==> src/hw/ngp_video_defs.svh <==
// scroll-plane sizing and raster limits, included by every video RTL file
`ifndef NGP_VIDEO_DEFS_SVH
`define NGP_VIDEO_DEFS_SVH

// two identical tile planes
`define NGP_SCR_N 2

// map word address, 32x32 entries
`define NGP_MAP_AW 10

// character ram word address, 512 characters x 8 rows
`define NGP_CHR_AW 12

// dots per line and lines per frame
// active pixels are hdump below 160
`define NGP_H_TOTAL 256
`define NGP_V_TOTAL 160

`endif

==> src/hw/ngp_video_pkg.sv <==
// video data types for the scroll planes and the mixer
package ngp_video_pkg;

    // decoded view of a tile map word
    typedef struct packed {
        // mirror the tile left to right
        logic       hflip;
        // mirror the tile top to bottom
        logic       vflip;
        // palette select bit
        logic       pal;
        logic [3:0] unused;
        // character number
        logic [8:0] code;
    } map_fields_t;

    // map word as the cpu writes it and as the scanner reads it
    typedef union packed {
        logic [15:0] raw;
        map_fields_t f;
    } map_entry_t;

    // mixed output pixel
    typedef struct packed {
        // winning plane, 0 covers 1
        logic       layer;
        logic       pal;
        // 2bpp colour, 0 is transparent
        logic [1:0] colour;
    } mix_pxl_t;

endpackage

==> src/hw/ngp_scr_mix.sv <==
// priority mixer of the scroll planes, registers each pixel with its raster position
`timescale 1ns/10ps
`include "ngp_video_defs.svh"

module ngp_scr_mix (
    input  logic                     clk,
    input  logic                     rst,
    input  logic                     pxl_cen,
    input  logic [7:0]               hdump,
    input  logic [7:0]               vdump,
    input  logic [2:0]               pxl_in [`NGP_SCR_N],
    output ngp_video_pkg::mix_pxl_t  pxl,
    output logic [7:0]               pxl_h,
    output logic [7:0]               pxl_v
);

localparam int N = `NGP_SCR_N;
// 9 dots through the plane and one through this stage
localparam int DLY = 10;

ngp_video_pkg::mix_pxl_t mix;
logic [7:0] h_dly [DLY];
logic [7:0] v_dly [DLY];

// lowest plane with a nonzero colour wins
always_comb begin
    mix = '0;
    for (int i = N - 1; i >= 0; i--) begin
        if (pxl_in[i][1:0] != 2'd0) begin
            mix.layer  = 1'(i);
            mix.pal    = pxl_in[i][2];
            mix.colour = pxl_in[i][1:0];
        end
    end
end

always_ff @(posedge clk or posedge rst) begin
    if (rst) begin
        pxl <= '0;
        for (int k = 0; k < DLY; k++) begin
            h_dly[k] <= '0;
            v_dly[k] <= '0;
        end
    end else if (pxl_cen) begin
        pxl      <= mix;
        h_dly[0] <= hdump;
        v_dly[0] <= vdump;
        for (int k = 1; k < DLY; k++) begin
            h_dly[k] <= h_dly[k-1];
            v_dly[k] <= v_dly[k-1];
        end
    end
end

// position of the dot now on pxl
assign pxl_h = h_dly[DLY-1];
assign pxl_v = v_dly[DLY-1];

// transparent output never names a layer or palette
a_clear_transparent: assert property (@(posedge clk) disable iff (rst)
    pxl.colour == 2'd0 |-> (pxl.layer == 1'b0 && pxl.pal == 1'b0));

endmodule

==> config.mk <==
export PLATFORM = sky130hd
export DESIGN_NAME = ngp_scr_mix
export DESIGN_NICKNAME = d
export VERILOG_FILES = /design/src/hw/ngp_video_pkg.sv /design/src/hw/ngp_scr_mix.sv
export VERILOG_INCLUDE_DIRS = /design/src /design/src/hw
export SDC_FILE = /design/constraint.sdc
export NUM_CORES = 1
export LEC_CHECK = 0
export BUFFER_PORTS_ARGS = -buffer_cell sky130_fd_sc_hd__buf_4
export CAP_MARGIN = 20
export CORE_MARGIN = 3
export CORE_UTILIZATION = 25
export DETAILED_ROUTE_END_ITERATION = 16
export PLACE_DENSITY = 0.44
export SLEW_MARGIN = 25
export SYNTH_ARGS = -nofsm -noshare
export SYNTH_HDL_FRONTEND = slang
export SYNTH_SLANG_ARGS = --single-unit
==> constraint.sdc <==
create_clock -name clk -period 6.95 [get_ports clk]
set_clock_uncertainty 0.15 [all_clocks]
set_input_delay 1.39 -clock clk [delete_from_list [all_inputs] [get_ports clk]]
set_output_delay 1.39 -clock clk [all_outputs]
set_load 0.05 [all_outputs]
==> results of run 1 <==
[final cells by class]
class,count,share of cell area
repair buffers,47,0.0463
clock inverters,7,0.0156
inverters,3,0.00242
multi-input cells,172,0.290
well taps,335,0.0540
flip-flops and latches,164,0.529
clock buffers,24,0.0633
[cells in the mapped netlist]
cell / instances / share of area
a31o_2: 1 / 0.0013
buf_4: 16 / 0.018
nand2b_1: 1 / 0.00094
buf_2: 4 / 0.0030
nor3_1: 1 / 0.00075
a31oi_1: 1 / 0.00094
inv_1: 3 / 0.0017
mux2_2: 61 / 0.10
a21oi_1: 2 / 0.0015
o21ai_0: 1 / 0.00075
o211ai_1: 1 / 0.0011
mux2_4: 100 / 0.23
dfrtp_1: 164 / 0.62
buf_6: 15 / 0.025
nor2_1: 3 / 0.0017
[layer usage]
metal	GRT usage	vias up	part of all wire
li1	-	1359	-
met1	0.108	1472	0.54
met2	0.0903	46	0.38
met3	0.0338	15	0.059
met4	0.0345	0	0.020
met5	0	-	0
[registers in the layout, indices dropped and copies added (netlist names)]
register,flops
v_dly,72
pxl_v,8
pxl,4
h_dly,72
pxl_h,8
[logic make-up (layout without fill, tap and decap cells)]
group / after synthesis / count (layout) / synth area share
simple gates: 5 / 5 / 0.00337
compound gates: 6 / 6 / 0.00563
flops: 164 / 164 / 0.615
buf+inv: 38 / 81 / 0.0480
mux: 161 / 161 / 0.328
[critical path, cell delays in order]
cell and delay [ns]:
clkbuf_8 0.67, buf_4 0.76, mux2_4 0.35
[how the worst min path moves through the flow]
stage / slack [ns] / cells past startpoint / start / endpoint
after detailed placement: 0.34 / 1 / v_dly[54] / v_dly[46]
final: 0.35 / 1 / v_dly[38] / v_dly[30]
after global routing: 0.37 / 1 / v_dly[21] / v_dly[13]
after global placement: 0.34 / 1 / v_dly[56] / v_dly[48]
after floorplan: 0.32 / 1 / v_dly[53] / v_dly[53]
after CTS: 0.35 / 1 / v_dly[54] / v_dly[46]
[report_power, final]
part	switching, mW	internal [mW]	leakage [nW]	total [mW]
Clock	0.361	0.603	0.289	0.963
Sequential	0.159	1.25	1.94	1.41
Combinational	0.313	0.405	1.33	0.719
[through the flow]
stage	cell area, um2	hold slack (ns)
finish	7760	0.347
global route	7760	0.373
CTS	7760	0.349
detailed placement	7150	0.336
global placement	7150	0.336
floorplan	6670	0.325
==> metrics, run 1 <==
status=finished clean; Overflow after GRT=0; synth unique cells=15; H-Tree Depth=4; Final min period=3.14 ns; vias in the first global route=roughly 3200; Starting DRT DRC Count=about 160; Final Cycle Share=0.452; CTS resizes=0; Finished Core Util=0.297; clk_lat worst skew=0.42 ns; die area=approximately 0.029 mm2; Final Hold Vio Count=0; most frequent cells in the layout=dfrtp_1 (164), mux2_4 (100), mux2_2 (61); VDD IR max=between 0.15 and 0.2 mV; R2R Path End=pxl[2]; arrival time worst endpoint=roughly 3.3 ns; clock root cell=clkbuf_16; kind of critical path=input pin to flop; area of the multi-input gates=roughly 0.0022 mm2; reg2reg start=pxl[2]; CTS tree=yes; worst path required time=about 7.1 ns; setup repair bufs after CTS=0; Final setup viols=0; fin. max-slew vios=0; largest net degree at the start of global routing=roughly 110; commonest non-fill, non-tap cell in the layout=dfrtp_1; initial antenna violation count=0; Routed Antenna Nets=0; Layout Nets=430; Final Worst Setup Slack=between 3 and 4 ns; flops & latches, synth=164; Avg WL per Cell=roughly 13 um; I/O Pins=45; # Max-Cap Violations=0; measured slew at the worst slew-check pin=roughly 0.91 ns; Yosys warning count=0; post-synthesis sequential area ratio=0.615; die width=~170 um; Clock Pin Slew Worst Setup and Hold Paths=about 0.060 ns; CTS hold repair buffers=0; Leak=between 3 and 4 nW; core area=about 0.026 mm2; Worst setup startpoint=pxl_cen; Place WS=approximately 3.4 ns; Detailed Route WL=9.80 mm; Cells after Synth=approximately 370; worst setup path endpoint=h_dly[65]; Post-Layout Cell Count=~750; clock buffers created by TritonCTS=17; filler cell count=about 2600; clk sink count=~160; Die Ht=around 170 um; R2R Setup Slk=slightly below 6 ns; routability cong.=0.669; pwr/cell area=398 mW/mm2; # diodes=0; CP endpoint kind=flop; PortBufs=between 40 and 50; Total GRT Usage=0.0738; Synth Net Count=~400; Worst Setup Start Kind=input pin; Design Power=slightly above 3 mW; layout cells sized above 1=0.571; critical path fanouts, max=96; RSZ-0062 raised after global routing=false; Reg2Reg Depth=3; Cell Rows=between 50 and 60; setup TNS=0 ns; Sequential cell area=~0.0041 mm2; syn_area_per_cell=between 15 and 20 um2; Initial Util=0.255; Area growth, synth to finish=16.3%; Post-Syn Area=around 0.0067 mm2; Worst slew margin=0.394; vias per inst=3.85; maximum clock frequency=319 MHz; HPWL Detailed=between 5 and 6 mm; first-pass GRT wire length=16.8 mm; DRC errors left=0; TritonRoute pass-1 iters=4; vias post-DR=roughly 2900; worst hold path class=flop to flop; CTS Buffer Depth=2; dpl cells=approximately 720
Note: power is estimated with default switching activity, not from simulation.
==> inputs of run 2 (changes only) <==
- PLACE_DENSITY: 0.44 -> 0.45
- clock period: 6.95 -> 2.55 ns (I/O delays scaled with it)
==> metrics, run 2 (synthesis results as in run 1) <==
pwr/cell area=~1100 mW/mm2; I/O Pins=45; initial antenna violation count=2; first-pass GRT wire length=between 15 and 20 mm; vias in the first global route=roughly 3100; Routed Antenna Nets=0; Design Power=~8.2 mW; CTS tree=yes; vias post-DR=roughly 2900; CP peak stage delay=0.40 ns; placed cell areas=0.00722 mm2; # diodes=0; hold_ws=~0.12 ns; kind of critical path=flop to output pin; # Max-Cap Violations=0; cell family contributing the most delay on the critical path=flip-flops; Die Ht=approximately 170 um; commonest non-fill, non-tap cell in the layout=dfrtp_1; Final min period=~1.7 ns; Final setup viols=0; layout cells sized above 1=0.580; Avg WL per Cell=13.0 um; DRC errors left=0; Finished Core Util=0.297; HPWL Detailed=a little under 6 mm; clock buffers created by TritonCTS=17; VDD IR max=0.408 mV; worst hold path class=input pin to asynchronous set/reset pin; Final Hold Vio Count=0; core area=about 0.026 mm2; vias per inst=between 3 and 4; filler cell count=2588; Area growth, synth to finish=16.4%; worst path required time=about 1.9 ns; H-Tree Depth=4; largest net degree at the start of global routing=around 120; Leak=~3.6 nW; CTS Buffer Depth=2; maximum clock frequency=around 600 MHz; WP buf/inv=1; fin. max-slew vios=0; arrival time worst endpoint=approximately 1.0 ns; critical path fanouts, max=2; die width=169 um; status=finished clean; Top Registers=h_dly: 72 flops, v_dly: 72 flops; RSZ-0062 raised after global routing=false; CTS resizes=0; routability cong.=around 0.65; Overflow after GRT=0; Initial Util=0.255; R2R Setup Slk=around 1.6 ns; clock root cell=clkbuf_16; Starting DRT DRC Count=122; Layout Nets=around 430; Clock Pin Slew Worst Setup and Hold Paths=roughly 0.070 ns; Detailed Route WL=around 9.8 mm; Total GRT Usage=0.0735; CTS hold repair buffers=0; setup TNS=0 ns; clk_lat worst skew=approximately 0.42 ns; Cell Rows=between 50 and 60; die area=0.0287 mm2; setup repair bufs after CTS=0; fin area=between 0.007 and 0.008 mm2; clk sink count=164; PortBufs=44; most frequent cells in the layout=dfrtp_1 (164), mux2_4 (100), mux2_2 (61); measured slew at the worst slew-check pin=roughly 0.64 ns; Worst Setup Start Kind=flop; CP Cell Sequence=buf_4; CP endpoint kind=output pin; slowest CP cell=dfrtp_1; Final Cycle Share=0.657; TritonRoute pass-1 iters=6; Worst slew margin=0.574
==> run 2: changes by cell type in the layout (fill, tap and decap cells not counted), sizes merged <==
| cell | previous run | this run |
|---|---|---|
| buf | 46 | 50 |
| bufinv | 3 | 0 |
| inv | 3 | 9 |
| clkbuf | 25 | 18 |
| clkinv | 1 | 5 |
==> run 2: path summary, 6_finish.rpt <==
path	start	end	depth (start not counted)
worst max-delay path	pxl_h[6]	pxl_h[6]	1
worst min-delay path	rst	v_dly[78]	3
worst max register to register	pxl[2]	pxl[2]	3
worst min register to register	v_dly[41]	v_dly[33]	1
max in group asynchronous	rst	h_dly[53]	3
min in group clk	hdump[5]	h_dly[77]	2
==> run 2: metrics by stage <==
step                worst slack [ns]  std cells
CTS                            0.844        756
finish                         0.874        756
global route                   0.822        756
global placement               0.720        724
detailed placement             0.698        724
floorplan                     -0.195        374
==> run 2: report_power, final <==
part           switching, mW  total (mW)  internal (mW)  leakage, nW
logic                  0.860        1.97           1.11         1.36
clock network           1.10        2.38           1.28        0.267
registers              0.435        3.84           3.40         1.94
total                   2.40        8.19           5.79         3.57
==> run 2: routing by layer <==
metal	GRT usage	wire length [um]	up-vias
li1	-	-	1366
met1	0.109	5300	1450
met2	0.0879	3720	45
met3	0.0375	705	8
met4	0.0288	99	4
met5	0	14	-
==> run 2: final cells by class <==
class	instances	area (um2)	area share
Sequential cell	164	4100	0.528
Multi-Input combinational cell	172	2250	0.289
Timing Repair Buffer	50	433	0.0557
Clock buffer	18	429	0.0552
Tap cell	335	419	0.0540
Clock inverter	14	120	0.0155
Inverter	3	15.0	0.00193
